`config.mk`:
```
export PLATFORM = sky130hd
export DESIGN_NAME = decode_stage
export DESIGN_NICKNAME = d
export VERILOG_FILES = /design/src/hdl/isa_pkg.sv /design/src/hdl/core_pkg.sv /design/src/hdl/decode_stage.sv
export SDC_FILE = /design/constraint.sdc
export NUM_CORES = 1
export LEC_CHECK = 0
export BUFFER_PORTS_ARGS = -buffer_cell sky130_fd_sc_hd__buf_2
export CORE_AREA = 2 2 115 117
export CTS_BUF_LIST = sky130_fd_sc_hd__clkbuf_16
export DETAILED_ROUTE_END_ITERATION = 6
export DIE_AREA = 0 0 117 119
export PLACE_DENSITY = 0.77
export SLEW_MARGIN = 20
export SYNTH_ARGS = -nofsm -noshare
export SYNTH_HDL_FRONTEND = slang
export SYNTH_SLANG_ARGS = --single-unit
export TNS_END_PERCENT = 1
```
`constraint.sdc`:
```
create_clock -name clk -period 19.95 [get_ports clk]
set_input_delay 0.9975 -clock clk [delete_from_list [all_inputs] [get_ports clk]]
set_output_delay 0.9975 -clock clk [all_outputs]
set_load 0.01 [all_outputs]
```
`src/hdl/isa_pkg.sv`:
```
package isa_pkg;

  typedef logic [31:0] instr_t;

  // major opcodes of the supported 32-bit instructions.
  localparam logic [6:0] OP_LUI    = 7'b0110111;
  localparam logic [6:0] OP_IMM    = 7'b0010011;
  localparam logic [6:0] OP_REG    = 7'b0110011;
  localparam logic [6:0] OP_BRANCH = 7'b1100011;
  localparam logic [6:0] OP_JAL    = 7'b1101111;

  localparam logic [2:0] F3_ADD = 3'b000;  // also SUB and ADDI.
  localparam logic [2:0] F3_SLT = 3'b010;
  localparam logic [2:0] F3_XOR = 3'b100;
  localparam logic [2:0] F3_OR  = 3'b110;
  localparam logic [2:0] F3_AND = 3'b111;
  localparam logic [2:0] F3_BEQ = 3'b000;
  localparam logic [2:0] F3_BNE = 3'b001;
  localparam logic [2:0] F3_BLT = 3'b100;

  localparam logic [6:0] F7_BASE = 7'b0000000;
  localparam logic [6:0] F7_SUB  = 7'b0100000;

  // compressed quadrants and function fields.
  localparam logic [1:0] C_Q1       = 2'b01;
  localparam logic [1:0] C_Q2       = 2'b10;
  localparam logic [2:0] C_F3_ADDI  = 3'b000;
  localparam logic [2:0] C_F3_LI    = 3'b010;
  localparam logic [2:0] C_F3_J     = 3'b101;
  localparam logic [3:0] C_F4_MV    = 4'b1000;
  localparam logic [3:0] C_F4_ADD   = 4'b1001;

  localparam instr_t HALT_WORD = 32'hffff_ffff;  // stops fetch.
  localparam instr_t NOP_WORD  = 32'h0000_0013;  // addi x0, x0, 0.

  function automatic instr_t enc_addi(logic [4:0] rd, logic [4:0] rs1, logic [11:0] imm);
    return {imm, rs1, F3_ADD, rd, OP_IMM};
  endfunction

  function automatic instr_t enc_add(logic [4:0] rd, logic [4:0] rs1, logic [4:0] rs2);
    return {F7_BASE, rs2, rs1, F3_ADD, rd, OP_REG};
  endfunction

  // imm is the byte offset, bit 0 is dropped by the format.
  function automatic instr_t enc_jal(logic [4:0] rd, logic [20:0] imm);
    return {imm[20], imm[10:1], imm[11], imm[19:12], rd, OP_JAL};
  endfunction

endpackage
```
`src/hdl/core_pkg.sv`:
```
package core_pkg;

  typedef enum logic [2:0] {
    ALU_ADD,
    ALU_SUB,
    ALU_AND,
    ALU_OR,
    ALU_XOR,
    ALU_SLT,
    ALU_PASS_B  // lui result is the immediate.
  } alu_op_e;

  typedef enum logic [2:0] {
    BR_NONE,
    BR_BEQ,
    BR_BNE,
    BR_BLT,
    BR_JUMP
  } br_kind_e;

  typedef struct packed {
    logic           valid;
    logic [31:0]    pc;
    isa_pkg::instr_t instr;      // already expanded.
    logic           compressed;
  } fd_t;

  typedef struct packed {
    logic        valid;
    logic [31:0] pc;
    logic        compressed;
    logic [31:0] rs1_val;
    logic [31:0] rs2_val;
    logic [31:0] imm;
    logic        uses_imm;
    alu_op_e     alu_op;
    br_kind_e    br_kind;
    logic [4:0]  rd;
    logic        wen;     // never set for x0.
  } dx_t;

  typedef struct packed {
    logic        valid;
    logic [31:0] pc;
    logic [4:0]  rd;
    logic [31:0] value;
    logic        wen;
  } xr_t;

  typedef struct packed {
    logic [31:0] pc;
    logic [4:0]  rd;
    logic [31:0] value;
    logic        wen;
  } retire_t;

endpackage

```
`src/hdl/decode_stage.sv`:
```
`timescale 1ns/1ns

module decode_stage (
  input  logic          clk,
  input  logic          rst,
  input  logic          start,
  input  core_pkg::fd_t fd,
  output logic [4:0]    rs1_addr,
  output logic [4:0]    rs2_addr,
  input  logic [31:0]   rs1_data,
  input  logic [31:0]   rs2_data,
  input  logic [4:0]    ex_rd,
  input  logic          ex_wen,
  input  logic          redirect_valid,
  output logic          stall,
  output core_pkg::dx_t dx
);

  import isa_pkg::*;
  import core_pkg::*;

  logic [6:0]  opcode;
  logic [2:0]  funct3;
  logic [6:0]  funct7;
  logic [4:0]  rd;
  logic [31:0] imm_i, imm_u, imm_b, imm_j;

  logic [31:0] dec_imm;
  logic        dec_uses_imm;
  logic        dec_wen;
  logic        uses_rs1;
  logic        uses_rs2;
  alu_op_e     dec_alu;
  br_kind_e    dec_br;

  assign opcode   = fd.instr[6:0];
  assign rd       = fd.instr[11:7];
  assign funct3   = fd.instr[14:12];
  assign rs1_addr = fd.instr[19:15];
  assign rs2_addr = fd.instr[24:20];
  assign funct7   = fd.instr[31:25];

  assign imm_i = {{20{fd.instr[31]}}, fd.instr[31:20]};
  assign imm_u = {fd.instr[31:12], 12'b0};
  assign imm_b = {{19{fd.instr[31]}}, fd.instr[31], fd.instr[7], fd.instr[30:25],
                  fd.instr[11:8], 1'b0};
  assign imm_j = {{11{fd.instr[31]}}, fd.instr[31], fd.instr[19:12], fd.instr[20],
                  fd.instr[30:21], 1'b0};

  always_comb begin
    // anything unmatched falls out as a no-op.
    dec_imm      = '0;
    dec_uses_imm = 1'b0;
    dec_wen      = 1'b0;
    uses_rs1     = 1'b0;
    uses_rs2     = 1'b0;
    dec_alu      = ALU_ADD;
    dec_br       = BR_NONE;
    case (opcode)
      OP_LUI: begin
        dec_imm      = imm_u;
        dec_uses_imm = 1'b1;
        dec_alu      = ALU_PASS_B;
        dec_wen      = 1'b1;
      end
      OP_IMM: begin
        dec_imm      = imm_i;
        dec_uses_imm = 1'b1;
        dec_wen      = (funct3 == F3_ADD);  // addi only.
        uses_rs1     = dec_wen;
      end
      OP_REG: begin
        dec_wen = 1'b1;
        case ({funct7, funct3})
          {F7_BASE, F3_ADD}: dec_alu = ALU_ADD;
          {F7_SUB, F3_ADD}:  dec_alu = ALU_SUB;
          {F7_BASE, F3_AND}: dec_alu = ALU_AND;
          {F7_BASE, F3_OR}:  dec_alu = ALU_OR;
          {F7_BASE, F3_XOR}: dec_alu = ALU_XOR;
          {F7_BASE, F3_SLT}: dec_alu = ALU_SLT;
          default:           dec_wen = 1'b0;
        endcase
        uses_rs1 = dec_wen;
        uses_rs2 = dec_wen;
      end
      OP_BRANCH: begin
        dec_imm = imm_b;
        case (funct3)
          F3_BEQ:  dec_br = BR_BEQ;
          F3_BNE:  dec_br = BR_BNE;
          F3_BLT:  dec_br = BR_BLT;
          default: dec_br = BR_NONE;
        endcase
        uses_rs1 = (dec_br != BR_NONE);
        uses_rs2 = (dec_br != BR_NONE);
      end
      OP_JAL: begin
        dec_imm = imm_j;
        dec_br  = BR_JUMP;
        dec_wen = 1'b1;
      end
      default: ;
    endcase
  end

  // without forwarding from execute the reader waits one cycle for the write-through.
  assign stall = fd.valid && ex_wen && (ex_rd != 5'd0) &&
                 ((uses_rs1 && rs1_addr == ex_rd) || (uses_rs2 && rs2_addr == ex_rd));

  always_ff @(posedge clk) begin
    if (rst || !start || redirect_valid || stall) begin
      dx.valid <= 1'b0;  // bubble.
      dx.wen   <= 1'b0;  // ex_wen is fed back from here.
    end else begin
      dx <= '{valid: fd.valid, pc: fd.pc, compressed: fd.compressed,
              rs1_val: rs1_data, rs2_val: rs2_data, imm: dec_imm,
              uses_imm: dec_uses_imm, alu_op: dec_alu, br_kind: dec_br,
              rd: rd, wen: fd.valid && dec_wen && (rd != 5'd0)};
    end
  end

  // both younger instructions are dropped behind a taken branch.
  a_flush_kills : assert property (@(posedge clk) disable iff (rst)
    redirect_valid |=> !dx.valid && !fd.valid)
    else $error("instruction survived a redirect.");

  // fetch must keep the stalled instruction for the retry.
  a_stall_holds : assert property (@(posedge clk) disable iff (rst || !start)
    stall && !redirect_valid |=> fd == $past(fd))
    else $error("fetch moved during a decode stall.");

endmodule

```
======== Word level (Yosys, flattened, before mapping) ========
Cells that the tools add are included.
word-level totals
  bits in registers ....................... 143
  input port bits ......................... 140
  output and inout port bits .............. 154
  word-level logic and storage cells ...... 56
operators by class
  equality and inequality tests ........... 14
  mux-type cells .......................... 11
  reductions and logical operators ........ 20
operators by type and width
  operator             count
  $pmux 32 s4          1
  $eq 10x3->1 const B  3
  $pmux 3 s5           1
  $eq 7x6->1 const B   2
  $eq 7x7->1 const B   2
  $pmux 3 s2           2
  $eq 10x2->1 const B  1
  $eq 10x9->1 const B  1
  $eq 5x5->1           2
  $logic_not 10->1     1
  $reduce_bool 5->1    2
  $eq 7x5->1 const B   1
  $logic_and 1x1->1    7
  $pmux 1 s3           2
  $pmux 2 s3           1
  $reduce_or 6->1      1
  $logic_or 1x1->1     4
  $reduce_or 2->1      2
  $eq 3x1->1 const B   1
  $eq 3x3->1 const B   1
  $logic_not 3->1      1
  $mux 3               1
  $reduce_bool 3->1    1
  $mux 1               2
  other kinds (2)      2

======== Longest topological paths before layout ========
  depth after elaboration ................. 9
  gate-level depth with buffers ........... 7

======== Least setup slack after synthesis ========
OpenSTA, ideal clock, no wires.
  path kind ............................... input to register
  start point ............................. in fd[4] (netlist bit)
  end point ............................... reg dx[100] (netlist bit) (enable)
  library setup time ...................... 1.033 ns
  arrival ................................. 16.345 ns
  required time ........................... 18.917 ns
  path slack .............................. 2.572 ns
  stages on the path ...................... 6
  buffers on the path ..................... 1
  cell sequence ........................... clkbuf_1 -> nand4bb_1 -> or4_1 -> nand2b_4 -> a311oi_4 -> nor4b_1
on the way
  word-level cells in the longest chain between the ends .. 6
  elaborated cells on any way between the ends .. 10
  classes of those cells .................. eq/ne (3); mux (2); reduce/logical (5)
RTL lines
  what                                      RTL line             text
  start, declared                           decode_stage.sv:7    input core_pkg::fd_t fd,
  $eq 7x7->1 (tied with other cells)        decode_stage.sv:59   case (opcode)
  $pmux 1 s3 or $pmux 1 s2 (tied branches)  decode_stage.sv:59
  $logic_and 1x1->1                         decode_stage.sv:108  ((uses_rs1 && rs1_addr == ex_rd) || (uses_rs2 && rs2_addr == ex_rd));
  $logic_or 1x1->1 *                        decode_stage.sv:108
  $logic_and 1x1->1 *                       decode_stage.sv:107  assign stall = fd.valid && ex_wen && (ex_rd != 5'd0) &&
  named net stall                           decode_stage.sv:15   output logic stall,
  $logic_or 1x1->1 *                        decode_stage.sv:111  if (rst || !start || redirect_valid || stall) begin
  end signal, assigned                      decode_stage.sv:115  dx <= '{valid: fd.valid, pc: fd.pc, compressed: fd.compressed,
  end, declared                             decode_stage.sv:16   output core_pkg::dx_t dx
The timed path passes the listed nets; every way through them passes the cells marked *.
A chain may end at the register's enable or synchronous reset.

======== Worst setup path in the final report ========
  start point ............................. in fd[6] (netlist bit)
  end point ............................... out stall
on the way
  word-level cells in the longest chain between the ends .. 5
  elaborated cells on any way between the ends .. 9
  classes of those cells .................. eq/ne (3); mux (2); reduce/logical (4)
RTL lines
  what                                      RTL line
  $eq 7x7->1 (tied with other cells)        decode_stage.sv:59
  $pmux 1 s3 or $pmux 1 s2 (tied branches)  decode_stage.sv:59
  $logic_and 1x1->1                         decode_stage.sv:108
  $logic_or 1x1->1 *                        decode_stage.sv:108
  $logic_and 1x1->1 *                       decode_stage.sv:107
  end, declared                             decode_stage.sv:15
Every way passes the cells marked *; elsewhere a longest branch is shown, timed or not.

==> results.py <==
metrics = {
    "clocking": {
        "cts_htree_levels": 4,
        "postCtsHoldBufs": 0,
        "path_clk_slew_ns": 0.07,
        "post_cts_buffers": 0,
        "cts_tree": "built",
        "clkSinkCount": 143,
        "numCtsBuffers": 17,
        "ctsResizeCount": 0,
        "clk_path_buf_depth": 2,
        "clockRootBuffer": "clkbuf_16",
    },
    "synthesis": {
        "synth_compound_area_frac": 0.0612,
        "synthArstFlopShare": 0,
        "ys_ff_latch": 143,
        "synthAdderAreaFrac": 0,
        "seq_area_frac_synth": 0.833,
        "synth_nets": 405,
        "synthSimpleGateAreaFrac": 0.0607,
        "yosysMostFrequentCell": "edfxtp_1",
        "yosys_warnings": 0,
        "ys.flop_type": "edfxtp_1",
        "yosys.area_share.xor_xnor": 0.0239,
        "yosysTopAreaCellShare": 0.825,
        "synthTopCellsByArea": "edfxtp_1 (82%), a21o_1 (2.9%), buf_4 (1.5%)",
        "synth_edf_count": 141,
        "synth_cells": 265,
        "synth_common_cells": "edfxtp_1 (141), a21o_1 (20), nor2_1 (11), buf_4 (10), and2_1 (8)",
        "synth_top_cell_by_area": "edfxtp_1",
        "synthMuxAreaShare": 0.00195,
        "synth_top_family_by_area": "compound AO/OA/AOI/OAI gates",
        "syn_avg_cell_area_um2": 19.4,
        "synth_cell_types": 38,
        "synth_area_um2": 5130,
    },
    "detailed_routing": {
        "wirelength_mm": 13.5,
        "avgViaCountPerCell": 4.77,
        "drc": 0,
        "drt_iter0_markers": 297,
        "postRouteAntennaNets": 0,
        "num_vias": 3585,
        "firstDrtPassIters": 6,
        "wl_per_cell_um": 17.9,
    },
    "floorplan": {
        "ios": 294,
        "dieArea_um2": 13900,
        "initial_core_util": 0.399,
        "core_area_um2": 12900,
        "die_h_um": 119,
        "dieWidth_um": 117,
        "fp-row-count": 42,
    },
    "placed_design": {
        "gp_congestion": 0.963,
        "dp_hpwl_mm": 10.2,
        "numPortBuffers": 293,
        "place_area_um2": 6750,
    },
    "grt": {
        "grt_pass1_vias": 3612,
        "antenna_found_initial": 1,
        "grt_max_degree": 83,
        "overflow": 0,
        "grtUsageTotal": 0.192,
        "grt_pass1_wl_mm": 19.6,
    },
    "critical_path": {
        "cp-start-kind": "input pin",
        "cp-end-kind": "output pin",
        "critical_path_class": "in2out",
        "worstPathArrival_ns": 2.96,
        "crit_required_ns": 18.95,
        "crit_path_max_fanout": 7,
    },
    "layout": {
        "drive_above_1_share": 0.578,
        "design_area_um2": 7340,
        "fillers": 1019,
        "n_antenna_cell": 0,
        "regMostFlops": "dx",
        "layout.nets": 703,
        "reg_top3": "dx x143",
        "syn_to_final_growth_pct": 42.9,
        "largest_reg_flops": 143,
    },
    "pwr": {
        "p_sw_frac": 0.219,
        "p_seq_frac": 0.491,
        "power.leakage_nw": 3.09,
        "clock_power_share": 0.437,
        "p_comb_frac": 0.072,
        "p_per_area_nw_per_um2": 96.5,
        "internal_power_uw": 553,
        "finalPower_uw": 708,
        "ir_drop_mv": 0.0480,
        "p_switching_uw": 155,
    },
    "run": {
        "maxCapViolCount": 0,
    },
    "sta": {
        "setup_violations": 0,
        "hold_viol": 0,
        "final.period_utilization": 0.198,
        "rsz0062_at_grt": "false",
        "slew_violations": 0,
        "slew_headroom": 0.305,
        "fin_crit_ns": 3.95,
        "fin_setup_tns_ns": 0,
        "max_freq_mhz": 253,
        "hold_ws_ns": 0.762,
        "worst_slew_pin_slew_ns": 1.04,
    },
    "outcome": {
        "status": "finished clean",
    },
    "hold_path": {
        "min_path_type": "in2reg",
    },
}
metrics by stage:
step	setup WS [ns]	std cells	util
after floorplan	2.57	265	-
after global placement	15.98	720	0.524
after detailed placement	15.98	720	0.524
after CTS	15.98	752	0.570
after global routing	15.94	752	0.570
final	16.00	752	0.570
routing by layer:
metal / GRT usage / vias up / routed length, um
li1: - / 1633 / -
met1: 0.214 / 1686 / 4830
met2: 0.323 / 231 / 6860
met3: 0.0636 / 35 / 1310
met4: 0.0963 / 0 / 469
met5: 0 / - / 0
final timing paths:
check                        from  endpoint  slack [ns]  cells past startpoint
worst max-delay path        fd[6]     stall       16.00                      6
worst min-delay path  rs2_data[4]    dx[49]        0.76                      1
power by group through the flow:
| stage | combinational (mW) | clock (mW) | sequential (mW) |
|---|---|---|---|
| after global routing | 0.0555 | 0.326 | 0.349 |
| final | 0.0509 | 0.309 | 0.348 |
| after floorplan | 0.0114 | 0 | 0.366 |
| after global placement | 0.0497 | 0 | 0.354 |
| after CTS | 0.0513 | 0.314 | 0.348 |
| after detailed placement | 0.0512 | 0 | 0.354 |
logic make-up after synthesis:
logic type      Yosys count
compound gates           38
mux                       1
buf+inv                  17
simple gates             52
flops                   143
xor+xnor                 14
final cells by class:
cell class                      count  area (um^2)  area share
Timing Repair Buffer              295         1480       0.202
Tap cell                          176          220      0.0300
Clock inverter                     15          161      0.0220
Clock buffer                       17          425      0.0580
Multi-Input combinational cell    105          769       0.105
Inverter                            1         3.75    0.000512
Sequential cell                   143         4270       0.583
critical path, stage by stage:
cell	delay (ns)
buf_2	0.17
or4b_1	0.49
or4_1	0.54
nand2b_4	0.19
a311oi_4	0.36
buf_2	0.20
cell usage in the layout (no fill, tap or decap), types with 2 or more instances in the layout:
cell	instances
a21o_1	20
a22o_1	4
and2_1	8
buf_2	293
buf_4	2
bufinv_16	2
clkbuf_16	17
clkinv_4	2
clkinvlp_4	4
dfxtp_1	2
edfxtp_1	141
inv_1	3
inv_6	4
nand2_1	4
nand3_1	3
nand3b_1	2
nand4_1	2
nor2_1	11
nor3_1	4
nor4_1	4
o21a_1	3
o21ai_0	2
or2_2	2
or4_1	3
or4b_1	2
xnor2_1	7
xor2_1	7
Power figures use the tool's default switching activity.
