[src/hdl/isa_pkg.sv]
package isa_pkg;

  typedef logic [31:0] instr_t;

  // major opcodes of the supported 32-bit instructions.
  localparam logic [6:0] OP_LUI    = 7'b0110111;
  localparam logic [6:0] OP_IMM    = 7'b0010011;
  localparam logic [6:0] OP_REG    = 7'b0110011;
  localparam logic [6:0] OP_BRANCH = 7'b1100011;
  localparam logic [6:0] OP_JAL    = 7'b1101111;

  localparam logic [2:0] F3_ADD = 3'b000;  // also SUB and ADDI.
  localparam logic [2:0] F3_SLT = 3'b010;
  localparam logic [2:0] F3_XOR = 3'b100;
  localparam logic [2:0] F3_OR  = 3'b110;
  localparam logic [2:0] F3_AND = 3'b111;
  localparam logic [2:0] F3_BEQ = 3'b000;
  localparam logic [2:0] F3_BNE = 3'b001;
  localparam logic [2:0] F3_BLT = 3'b100;

  localparam logic [6:0] F7_BASE = 7'b0000000;
  localparam logic [6:0] F7_SUB  = 7'b0100000;

  // compressed quadrants and function fields.
  localparam logic [1:0] C_Q1       = 2'b01;
  localparam logic [1:0] C_Q2       = 2'b10;
  localparam logic [2:0] C_F3_ADDI  = 3'b000;
  localparam logic [2:0] C_F3_LI    = 3'b010;
  localparam logic [2:0] C_F3_J     = 3'b101;
  localparam logic [3:0] C_F4_MV    = 4'b1000;
  localparam logic [3:0] C_F4_ADD   = 4'b1001;

  localparam instr_t HALT_WORD = 32'hffff_ffff;  // stops fetch.
  localparam instr_t NOP_WORD  = 32'h0000_0013;  // addi x0, x0, 0.

  function automatic instr_t enc_addi(logic [4:0] rd, logic [4:0] rs1, logic [11:0] imm);
    return {imm, rs1, F3_ADD, rd, OP_IMM};
  endfunction

  function automatic instr_t enc_add(logic [4:0] rd, logic [4:0] rs1, logic [4:0] rs2);
    return {F7_BASE, rs2, rs1, F3_ADD, rd, OP_REG};
  endfunction

  // imm is the byte offset, bit 0 is dropped by the format.
  function automatic instr_t enc_jal(logic [4:0] rd, logic [20:0] imm);
    return {imm[20], imm[10:1], imm[11], imm[19:12], rd, OP_JAL};
  endfunction

endpackage
[src/hdl/core_pkg.sv]
package core_pkg;

  typedef enum logic [2:0] {
    ALU_ADD,
    ALU_SUB,
    ALU_AND,
    ALU_OR,
    ALU_XOR,
    ALU_SLT,
    ALU_PASS_B  // lui result is the immediate.
  } alu_op_e;

  typedef enum logic [2:0] {
    BR_NONE,
    BR_BEQ,
    BR_BNE,
    BR_BLT,
    BR_JUMP
  } br_kind_e;

  typedef struct packed {
    logic           valid;
    logic [31:0]    pc;
    isa_pkg::instr_t instr;      // already expanded.
    logic           compressed;
  } fd_t;

  typedef struct packed {
    logic        valid;
    logic [31:0] pc;
    logic        compressed;
    logic [31:0] rs1_val;
    logic [31:0] rs2_val;
    logic [31:0] imm;
    logic        uses_imm;
    alu_op_e     alu_op;
    br_kind_e    br_kind;
    logic [4:0]  rd;
    logic        wen;     // never set for x0.
  } dx_t;

  typedef struct packed {
    logic        valid;
    logic [31:0] pc;
    logic [4:0]  rd;
    logic [31:0] value;
    logic        wen;
  } xr_t;

  typedef struct packed {
    logic [31:0] pc;
    logic [4:0]  rd;
    logic [31:0] value;
    logic        wen;
  } retire_t;

endpackage

[src/hdl/execute_stage.sv]
`timescale 1ns/1ns

module execute_stage (
  input  logic          clk,
  input  logic          rst,
  input  logic          start,
  input  core_pkg::dx_t dx,
  output logic          redirect_valid,
  output logic [31:0]   redirect_pc,
  output core_pkg::xr_t xr
);

  import core_pkg::*;

  logic [31:0] op_b;
  logic [31:0] alu_out;
  logic [31:0] link;
  logic        taken;

  assign op_b = dx.uses_imm ? dx.imm : dx.rs2_val;

  always_comb begin
    case (dx.alu_op)
      ALU_ADD:    alu_out = dx.rs1_val + op_b;
      ALU_SUB:    alu_out = dx.rs1_val - op_b;
      ALU_AND:    alu_out = dx.rs1_val & op_b;
      ALU_OR:     alu_out = dx.rs1_val | op_b;
      ALU_XOR:    alu_out = dx.rs1_val ^ op_b;
      ALU_SLT:    alu_out = {31'b0, $signed(dx.rs1_val) < $signed(op_b)};
      ALU_PASS_B: alu_out = op_b;
      default:    alu_out = '0;
    endcase
  end

  always_comb begin
    case (dx.br_kind)
      BR_BEQ:  taken = (dx.rs1_val == dx.rs2_val);
      BR_BNE:  taken = (dx.rs1_val != dx.rs2_val);
      BR_BLT:  taken = ($signed(dx.rs1_val) < $signed(dx.rs2_val));
      BR_JUMP: taken = 1'b1;
      default: taken = 1'b0;
    endcase
  end

  assign redirect_valid = dx.valid && taken;
  assign redirect_pc    = dx.pc + dx.imm;  // b and j offsets are pc relative.

  assign link = dx.pc + (dx.compressed ? 32'd2 : 32'd4);  // c.j links past 2 bytes.

  always_ff @(posedge clk) begin
    if (rst || !start) begin
      xr.valid <= 1'b0;
    end else begin
      xr.valid <= dx.valid;
      xr.pc    <= dx.pc;
      xr.rd    <= dx.rd;
      xr.value <= (dx.br_kind == BR_JUMP) ? link : alu_out;
      xr.wen   <= dx.wen;
    end
  end

  // decode flushes behind a redirect, so the strobe lasts one cycle.
  a_redirect_strobe : assert property (@(posedge clk) disable iff (rst || !start)
    redirect_valid |-> dx.valid ##1 !redirect_valid)
    else $error("redirect without a valid branch, or held too long.");

endmodule

[config.mk]
export PLATFORM = sky130hd
export DESIGN_NAME = execute_stage
export DESIGN_NICKNAME = d
export VERILOG_FILES = /design/src/hdl/isa_pkg.sv /design/src/hdl/core_pkg.sv /design/src/hdl/execute_stage.sv
export SDC_FILE = /design/constraint.sdc
export NUM_CORES = 1
export LEC_CHECK = 0
export BUFFER_PORTS_ARGS = -buffer_cell sky130_fd_sc_hd__buf_2
export CAP_MARGIN = 5
export CORE_MARGIN = 4
export CORE_UTILIZATION = 57
export DETAILED_ROUTE_END_ITERATION = 7
export PLACE_DENSITY = 0.83
export SLEW_MARGIN = 20
export SYNTH_ARGS = -nofsm -noshare
export SYNTH_HDL_FRONTEND = slang
export SYNTH_SLANG_ARGS = --single-unit
export TNS_END_PERCENT = 100
[constraint.sdc]
create_clock -name clk -period 5.8 [get_ports clk]
set_input_delay 0.29 -clock clk [delete_from_list [all_inputs] [get_ports clk]]
set_output_delay 0.29 -clock clk [all_outputs]
set_load 0.1 [all_outputs]
# Yosys cells after proc, flatten, opt, wreduce, memory -nomap -nowiden
# Cells that the tools add are included.
# word_totals
ff_bits,71
latch_bits,0
mem_bits_rw,0
rom_bits,0
input_bits,146
out_inout_bits,104
word_cells,35
n_memories,0
# op_classes
n_addsub,4
multipliers,0
div_mod_pow,0
magnitude_cmp,2
eq_ne,12
shift,0
n_mux,5
n_bitwise,3
n_reduce_logical,4
# op_table
operator,count
$pmux W32 S7,1
$add A32 B32 Y32,2
$lt A32 B32 Y1,2
$mux W32,2
$add A32 B3 Y32,1
$and A32 B32 Y32,1
$eq A32 B32 Y1,1
$ne A32 B32 Y1,1
$or A32 B32 Y32,1
$sub A32 B32 Y32,1
$xor A32 B32 Y32,1
$eq A3 B2 Y1 const B,4
$eq A3 B3 Y1 const B,4
$eq A3 B1 Y1 const B,2
$pmux W1 S4,1
$logic_not A3 Y1,1
$mux W3,1
$logic_and A1 B1 Y1,1
$logic_not A1 Y1,1
$logic_or A1 B1 Y1,1

# Depth between registers and ports, before layout
# Gate-level depths: netlist (run 1).
# depth
ltp_word,4
depth_mapped,16
depth_no_buf,14

# Worst setup path before layout (run 1)
# No wires, ideal clock.
# synth_timing
kind,input to output
start,in dx[13] in the netlist's numbering
end,out redirect_pc[24]
arrival_ns,4.230
required_ns,5.510
setup_slack_ns,1.280
stages,12
path_buffers,0
path_cell_list,ha_1 > inv_1 > fa_1 > nor2b_1 > o31a_1 > or3_1 > a21oi_1 > o21ai_1 > a31o_2 > a21o_1 > a21oi_1 > o31ai_1
# synth_between
elab_chain_len,1
# synth_lines
element,line,source
start: declaration,execute_stage.sv:7,"input core_pkg::dx_t dx,"
$add A32 B32 Y32,execute_stage.sv:46,assign redirect_pc = dx.pc + dx.imm;
end: declaration,execute_stage.sv:9,"output logic [31:0] redirect_pc,"
# No other way between the ends.

# Final worst setup path (run 1)
# layout_timing
start,in dx[12] in the netlist's numbering
end,"reg xr[32] in the netlist's numbering, data pin"
# layout_between
elab_chain_len,4
elab_cells_between_ends,8
cone_classes,add/sub: 2; mux: 3; bitwise: 3
# layout_lines
element,line,source
$mux W32 *,execute_stage.sv:20,assign op_b = dx.uses_imm ? dx.imm : dx.rs2_val;
"$sub A32 B32 Y32, or another cell as far along",execute_stage.sv:25,ALU_SUB: alu_out = dx.rs1_val - op_b;
$pmux W32 S7 *,execute_stage.sv:23,case (dx.alu_op)
$mux W32 *,execute_stage.sv:57,xr.value <= (dx.br_kind == BR_JUMP) ? link : alu_out;
end: declaration,execute_stage.sv:10,output core_pkg::xr_t xr
# Every way passes the cells marked *; elsewhere a longest branch is shown, timed or not.
# A chain may end at the register's enable or synchronous reset.

==> impl_results.md, run 1 <==
* Result of the run: finished with violations
* Violated checks: design-rule violations
* Number of nets in the synthesized netlist at 1,755
* Largest net degree at the start of global routing at 72
* Number of setup buffers added after CTS at 0
* Area inside the core boundary at 0.0194 mm2
* Count of boundary I/O pins at 250
* Routability Congestion at 1.00
* Layout Cells excl Fill at 1,902
* Count of yosys warnings during synthesis at 0
* Clk pin slew, worst setup/hold paths at 0.06 ns
* TritonCTS clock tree: yes
* Average via count per standard cell at 6.35
* Hold depth at 1
* GRT Util Overall at 0.356
* Signal arrival time at the worst endpoint at 4.52 ns
* Unique cell type count in the Yosys netlist at 79
* Final wirelength at 40,600 um
* Number of placed instances, taps included at 1,882
* Delay of the slowest cell on the worst path at 0.69 ns
* Most used flip-flop cell after synthesis: sky130_fd_sc_hd__edfxtp_1
* Root cell of the clock tree: sky130_fd_sc_hd__clkbuf_16
* Power per cell area at 234 mW/mm2
* Buffers from clock root to sink, at most at 2
* Leakage power figure at 6.17 nW
* Async set or reset register ratio after synthesis at 0
* Post-route cell area at 0.0130 mm2
* Total of fill cells in the finished design at 1,697
* Half-perimeter wire length after detailed placement at 32,500 um
* Final max-slew violation count at 0
* Most Frequent Cell on Critical Path: sky130_fd_sc_hd__a221oi_1
* Total clock buffers created by CTS at 9
* Initial Utilization at 0.578
* Max frequency at 225 MHz
* Registers with the most flip-flops: xr (71)
* Worst Setup Slack post-DPL at 1.15 ns
* Height of the chip at 148 um
* Category of the critical setup timing path: in -> reg
* Final number of hold-violating endpoints at 0
* Iteration count of the initial detailed-routing pass at 8
* Worst VDD drop at 0.161 mV
* Max-capacitance violation count at 0
* Vias in the first global route at 11.2k
* Crit path max-delay family: compound AO/OA/AOI/OAI gates
* Global route total overflow at 0
* Total clock sinks at 71
* Accumulated negative setup slack at 0 ns
* Max H-tree Level at 3
* Quantity of gates resized following cts at 0
* Global-route wire length before repair at 62,000 um
* Largest Register: xr
* Die outline area at 0.0220 mm2
* Unrepaired setup endpoints after global routing: no
* Sequential-to-total area share from yosys stat at 0.189
* Number of placement rows at 51
* Post-Place Cell Area at 0.0127 mm2
* Number of enable flip-flop cells after synthesis at 70
* Post-CTS Hold Buffers at 0
* Initial DRC Count at 1,202
* Final clock period utilization by the worst path at 0.766
* Number of nets in the layout at 1,967
* Die span in x at 148 um
* Final setup violation count at 0
* CP Capture Type: flop
* Cells along the critical path: buf_2 > mux2i_1 > ha_1 > a21oi_1 > o22ai_1 > a221oi_1 > nand3b_1 > a311oi_2 > o21ai_1 > a221oi_1 > o21ai_0 > o211ai_1 > a41oi_1
* Startpoint of the tightest hold check path: dx[1]
* Total via count after detailed routing at 12.1k
* Worst min-delay path category: in -> reg
* Buf/Inv on CP at 1
* Worst slew margin relative to its limit at 0.335
* Mapped Cells at 1,416
* Yosys reg bits at 71
* Worst path slowest cell: sky130_fd_sc_hd__buf_2
* Synth Area per Inst at 7.92 um2
* Initial antenna violation count at 3
* Smallest setup slack after layout at 1.36 ns
* Area Overhead vs Synth at 15.8%
* Count of nets left with antenna violations after detail routing at 0
* Average detailed-routed wire length per instance at 21.4 um
* DRC at 3
* Minimum clock period after layout at 4.44 ns
* Post-Synthesis Cell Area at 0.0112 mm2
* Flip-flop count of the largest register after layout at 71
* PortBufs at 249
* Worst slew pin tran at 0.998 ns
* Min-Delay Endpoint: xr[33]
* Max FO, Critical Path at 26
* Launching element type of the critical path: primary input
* Layout cells sized above 1 at 0.185
* Crit path required time at 5.88 ns
## where the power goes
part	switching [mW]	internal, mW
logic	1.35	0.464
registers	0.0135	0.617
clock network	0.218	0.378
## cell families after synthesis
family                   after synthesis  share of synthesized area
multiplexers                          37                     0.0330
AO/OA/AOI/OAI                        474                      0.276
flip-flops                            71                      0.189
buffers and inverters                208                     0.0701
XOR/XNOR                              76                     0.0593
AND/OR/NAND/NOR                      357                      0.154
adder cells (fa/ha/maj)              193                      0.218
## routing by layer
metal,track usage,vias up,share of wire
li1,-,5611,-
met1,0.506,5597,0.41
met2,0.542,774,0.43
met3,0.0722,99,0.13
met4,0.120,0,0.030
met5,0,-,0
## cells in the final DEF (no fill, tap or decap), drive strengths merged, types with 15 or more instances in the layout
| cell | Yosys | routed |
|---|---|---|
| a21o | 37 | 37 |
| nor2b | 15 | 15 |
| o21bai | 22 | 22 |
| o21ai | 101 | 101 |
| ha | 189 | 189 |
| nor2 | 105 | 105 |
| mux2i | 37 | 37 |
| o211ai | 22 | 22 |
| nand2b | 16 | 16 |
| nor3 | 24 | 24 |
| nand3 | 42 | 42 |
| xnor2 | 47 | 47 |
| nand2 | 81 | 81 |
| a211oi | 18 | 18 |
| edfxtp | 70 | 70 |
| nand4 | 15 | 15 |
| xor2 | 29 | 29 |
| buf | 15 | 262 |
| inv | 146 | 147 |
| a21oi | 122 | 122 |
| o22ai | 35 | 35 |
## cells in the mapped netlist, types with 5 or more instances
| cell | count | area (um2) |
|---|---|---|
| sky130_fd_sc_hd__xnor2_1 | 47 | 412 |
| sky130_fd_sc_hd__o211ai_1 | 22 | 165 |
| sky130_fd_sc_hd__o311ai_0 | 5 | 43.8 |
| sky130_fd_sc_hd__buf_1 | 11 | 41.3 |
| sky130_fd_sc_hd__a211o_1 | 8 | 70.1 |
| sky130_fd_sc_hd__edfxtp_1 | 70 | 2100 |
| sky130_fd_sc_hd__a22oi_1 | 7 | 52.6 |
| sky130_fd_sc_hd__o21ai_0 | 95 | 475 |
| sky130_fd_sc_hd__a31oi_1 | 12 | 75.1 |
| sky130_fd_sc_hd__a21o_1 | 36 | 270 |
| sky130_fd_sc_hd__nand2b_1 | 16 | 100 |
| sky130_fd_sc_hd__nand3_1 | 41 | 205 |
| sky130_fd_sc_hd__nor2_1 | 104 | 390 |
| sky130_fd_sc_hd__nor3_1 | 23 | 115 |
| sky130_fd_sc_hd__and2_1 | 8 | 50.1 |
| sky130_fd_sc_hd__xor2_1 | 29 | 254 |
| sky130_fd_sc_hd__a211oi_1 | 18 | 135 |
| sky130_fd_sc_hd__o221ai_1 | 12 | 105 |
| sky130_fd_sc_hd__nand4_1 | 15 | 93.8 |
| sky130_fd_sc_hd__o21ai_1 | 5 | 25.0 |
| sky130_fd_sc_hd__clkbuf_1 | 46 | 173 |
| sky130_fd_sc_hd__o31ai_1 | 10 | 75.1 |
| sky130_fd_sc_hd__or3_1 | 7 | 43.8 |
| sky130_fd_sc_hd__a221oi_1 | 9 | 78.8 |
| sky130_fd_sc_hd__mux2i_1 | 37 | 370 |
| sky130_fd_sc_hd__o21a_1 | 8 | 60.1 |
| sky130_fd_sc_hd__nor2b_1 | 15 | 93.8 |
| sky130_fd_sc_hd__ha_1 | 189 | 2360 |
| sky130_fd_sc_hd__nand2_1 | 81 | 304 |
| sky130_fd_sc_hd__o21bai_1 | 22 | 165 |
| sky130_fd_sc_hd__inv_1 | 144 | 541 |
| sky130_fd_sc_hd__and3_1 | 14 | 87.6 |
| sky130_fd_sc_hd__o22ai_1 | 35 | 219 |
| sky130_fd_sc_hd__nor4_1 | 9 | 56.3 |
| sky130_fd_sc_hd__a21oi_1 | 122 | 611 |
## area by class of cell
| cell class | count | area [um2] | area share |
|---|---|---|---|
| Clock buffer | 11 | 233 | 0.0179 |
| Inverter | 147 | 552 | 0.0425 |
| Multi-Input combinational cell | 1137 | 8320 | 0.640 |
| Sequential cell | 71 | 2120 | 0.163 |
| Antenna cell | 4 | 10.0 | 0.000771 |
| Timing Repair Buffer | 262 | 1340 | 0.103 |
| Clock inverter | 5 | 81.3 | 0.00626 |
| Tap cell | 265 | 332 | 0.0255 |
## worst max-delay path by stage
stage | to | slack [ns] | depth (start not counted) | start
CTS | xr[32] | 1.49 | 13 | dx[12]
detailed placement | xr[32] | 1.15 | 13 | dx[12]
floorplan | redirect_pc[24] | 1.28 | 12 | dx[13]
global route | xr[21] | 1.10 | 12 | dx[12]
global placement | xr[23] | 1.23 | 13 | dx[12]
finish | xr[32] | 1.36 | 13 | dx[12]
## per-stage QoR
step / utilization / total power, mW / hold WS (ns)
floorplan: - / 2.01 / 0.389
global placement: 0.653 / 2.41 / 0.466
detailed placement: 0.653 / 2.42 / 0.469
CTS: 0.669 / 3.02 / 0.124
global route: 0.669 / 3.18 / 0.124
finish: 0.670 / 3.04 / 0.129
No activity file was read; power rests on OpenSTA's default activity.
==> inputs of run 2 (changes only) <==
ABC_AREA = 1   (was default)
CORE_UTILIZATION = 53   (was 57)
PLACE_DENSITY = 0.8   (was 0.83)
clock period = 3.7 ns   (was 5.8 ns; I/O delays follow)
==> run 2 against run 1 <==
  * The run now ends clean
  * Largest cell class unchanged
  * Power rose by 65%
  * Flip-flop and latch count unchanged
  * Die area rose by 24%
  * Sequential share of layout area shrank 2.2 points
  * Hold slack got worse by 0.11 ns
  * Area after synthesis is 17% higher
  * Critical endpoint is now xr[1]
  * Routed wire length grew 30%
==> impl_results.md, run 2 <==
* Result of the run: finished, final reports clean
* Layout Utilization at 0.618
* Final max-slew violation count at 0
* Final wirelength at 53,000 um
* Minimum clock period after layout at 3.28 ns
* Category of the critical setup timing path: in -> reg
* Area Overhead vs Synth at 15.0%
* Startpoint of the tightest hold check path: dx[1]
* Combinational share of power at 0.627
* Worst slew margin relative to its limit at 0.355
* Max FO, Critical Path at 19
* Number of placement rows at 57
* Worst min-delay path category: in -> reg
* Worst VDD drop at 0.283 mV
* Vias in the first global route at 14.1k
* Layout Cells excl Fill at 2,730
* Switching part of the total at 0.560
* Sequential-to-total area share from yosys stat at 0.162
* Area inside the core boundary at 0.0243 mm2
* Count of yosys warnings during synthesis at 0
* Number of nets in the layout at 2,736
* Switching pwr at 2.82 mW
* Number of placed instances, taps included at 2,710
* Initial Utilization at 0.538
* Power Total at 5.02 mW
* Clk pin slew, worst setup/hold paths at 0.06 ns
* Synth Area per Inst at 6.06 um2
* Global-route wire length before repair at 77,700 um
* Total via count after detailed routing at 15.5k
* Global route total overflow at 0
* Number of nets in the synthesized netlist at 2,498
* Pint at 2.21 mW
* Most frequent standard cell in the layout excluding fill and tap cells: sky130_fd_sc_hd__nand2_1
* Post-Synthesis Cell Area at 0.0131 mm2
* Flip-flop count of the largest register after layout at 71
* Cell type with the highest aggregate area in the netlist: sky130_fd_sc_hd__nand2_1
* Worst Setup Slack post-DPL at 0.233 ns
* Post-route cell area at 0.0150 mm2
* Count of boundary I/O pins at 250
* Buffers from clock root to sink, at most at 2
* Hold depth at 1
* Number of setup buffers added after CTS at 0
* Min-Delay Endpoint: xr[33]
* Iteration count of the initial detailed-routing pass at 7
* Power per cell area at 334 mW/mm2
* Total clock sinks at 71
* Height of the chip at 165 um
* Unrepaired setup endpoints after global routing: no
* Leading cell types in the layout, fill and taps excluded: sky130_fd_sc_hd__nand2_1, sky130_fd_sc_hd__inv_1, sky130_fd_sc_hd__buf_2
* Count of nets left with antenna violations after detail routing at 0
* Launching element type of the critical path: primary input
* Final clock period utilization by the worst path at 0.888
* Registers with the most flip-flops: xr (71)
* Average detailed-routed wire length per instance at 19.4 um
* Mapped Cells at 2,159
* Leakage power figure at 8.36 nW
* Quantity of gates resized following cts at 0
* Max H-tree Level at 3
* Total clock buffers created by CTS at 9
* Worst slew pin tran at 0.968 ns
* Post-route worst hold slack at 0.0234 ns
* Most frequently used cell type in the post-synthesis netlist: sky130_fd_sc_hd__nand2_1
* Root cell of the clock tree: sky130_fd_sc_hd__clkbuf_16
* Clock Power Share at 0.176
* Cell types with the largest area share after synthesis: sky130_fd_sc_hd__nand2_1, sky130_fd_sc_hd__ha_1, sky130_fd_sc_hd__edfxtp_1
* Largest Register: xr
* Yosys reg bits at 71
* Die span in x at 165 um
* DRC at 0
* Most frequent cells after synthesis: sky130_fd_sc_hd__nand2_1, sky130_fd_sc_hd__inv_1, sky130_fd_sc_hd__ha_1, sky130_fd_sc_hd__nor2_1, sky130_fd_sc_hd__nand3_1
* Unique cell type count in the Yosys netlist at 51
* CP Capture Type: flop
* Signal arrival time at the worst endpoint at 3.38 ns
* Final number of hold-violating endpoints at 0
* Final setup violation count at 0
* Async set or reset register ratio after synthesis at 0
* GRT Util Overall at 0.372
* PortBufs at 249
* Die outline area at 0.0272 mm2
* Half-perimeter wire length after detailed placement at 44,400 um
* Post-CTS Hold Buffers at 0
* Routability Congestion at 1.05
* Max-capacitance violation count at 0
* Initial antenna violation count at 4
* Share of the synthesized area in the top cell type at 0.185
* Crit path required time at 3.80 ns
* Largest net degree at the start of global routing at 71
* Most used flip-flop cell after synthesis: sky130_fd_sc_hd__edfxtp_1
* TritonCTS clock tree: yes
* Layout cells sized above 1 at 0.143
* Initial DRC Count at 1,886
* Post-Place Cell Area at 0.0147 mm2
* Accumulated negative setup slack at 0 ns
* Sequential share of power at 0.197
* Max frequency at 304 MHz
* Smallest setup slack after layout at 0.416 ns
* Number of enable flip-flop cells after synthesis at 70
* Average via count per standard cell at 5.70
==> run 2: worst max-delay path, cell delays in order <==
cell	delay [ns]
sky130_fd_sc_hd__buf_2	0.11
sky130_fd_sc_hd__inv_2	0.25
sky130_fd_sc_hd__buf_4	0.25
sky130_fd_sc_hd__or2_2	0.13
sky130_fd_sc_hd__o21a_1	0.20
sky130_fd_sc_hd__inv_1	0.08
sky130_fd_sc_hd__ha_1	0.55
sky130_fd_sc_hd__inv_1	0.25
sky130_fd_sc_hd__a21oi_1	0.27
sky130_fd_sc_hd__o21ai_0	0.13
sky130_fd_sc_hd__nand2_1	0.07
sky130_fd_sc_hd__nand2_1	0.06
sky130_fd_sc_hd__a21oi_1	0.22
sky130_fd_sc_hd__nand3_1	0.19
sky130_fd_sc_hd__nand3_1	0.21
sky130_fd_sc_hd__nand2_1	0.09
sky130_fd_sc_hd__nand2_1	0.08
sky130_fd_sc_hd__nand2_1	0.05
==> run 2: kinds of logic (layout without fill, tap and decap cells) <==
family	Yosys count	count (layout)	synth area share
XOR/XNOR	33	33	0.0221
other	0	4	0
AND/OR/NAND/NOR	1069	1069	0.344
buffers and inverters	457	700	0.135
flip-flops	71	71	0.162
AO/OA/AOI/OAI	336	336	0.150
adder cells (fa/ha/maj)	193	193	0.187
==> run 2: per-layer routing <==
| layer | vias up | share of wire | GRT usage |
|---|---|---|---|
| met2 | 926 | 0.42 | 0.571 |
| met5 | - | 0 | 0 |
| met4 | 0 | 0.079 | 0.250 |
| li1 | 7428 | - | - |
| met3 | 208 | 0.090 | 0.0419 |
| met1 | 6987 | 0.41 | 0.492 |
==> run 2: worst max-delay path by stage <==
stage / from / to / slack, ns
6_report: dx[12] / xr[1] / 0.42
2_1_floorplan: start / xr[0] / 0.02
3_5_place_dp: dx[12] / xr[1] / 0.23
3_3_place_gp: dx[12] / xr[1] / 0.23
5_1_grt: dx[12] / xr[31] / 0.30
4_1_cts: dx[12] / xr[1] / 0.58
==> run 2: layout make-up <==
type	count	area, um2
Sequential cell	71	2120
Fill cell	2421	9290
Multi-Input combinational cell	1631	9210
Inverter	410	1540
Timing Repair Buffer	274	1450
Clock inverter	6	70.1
Antenna cell	4	10.0
Clock buffer	10	229
Tap cell	324	405
==> run 2: power by group through the flow <==
stage / sequential (mW) / combinational, mW / clock, mW
6_report: 0.987 / 3.15 / 0.884
3_5_place_dp: 1.00 / 3.08 / 0
5_1_grt: 0.990 / 3.36 / 0.932
2_1_floorplan: 1.45 / 1.84 / 0
3_3_place_gp: 1.00 / 3.07 / 0
4_1_cts: 0.986 / 3.10 / 0.892
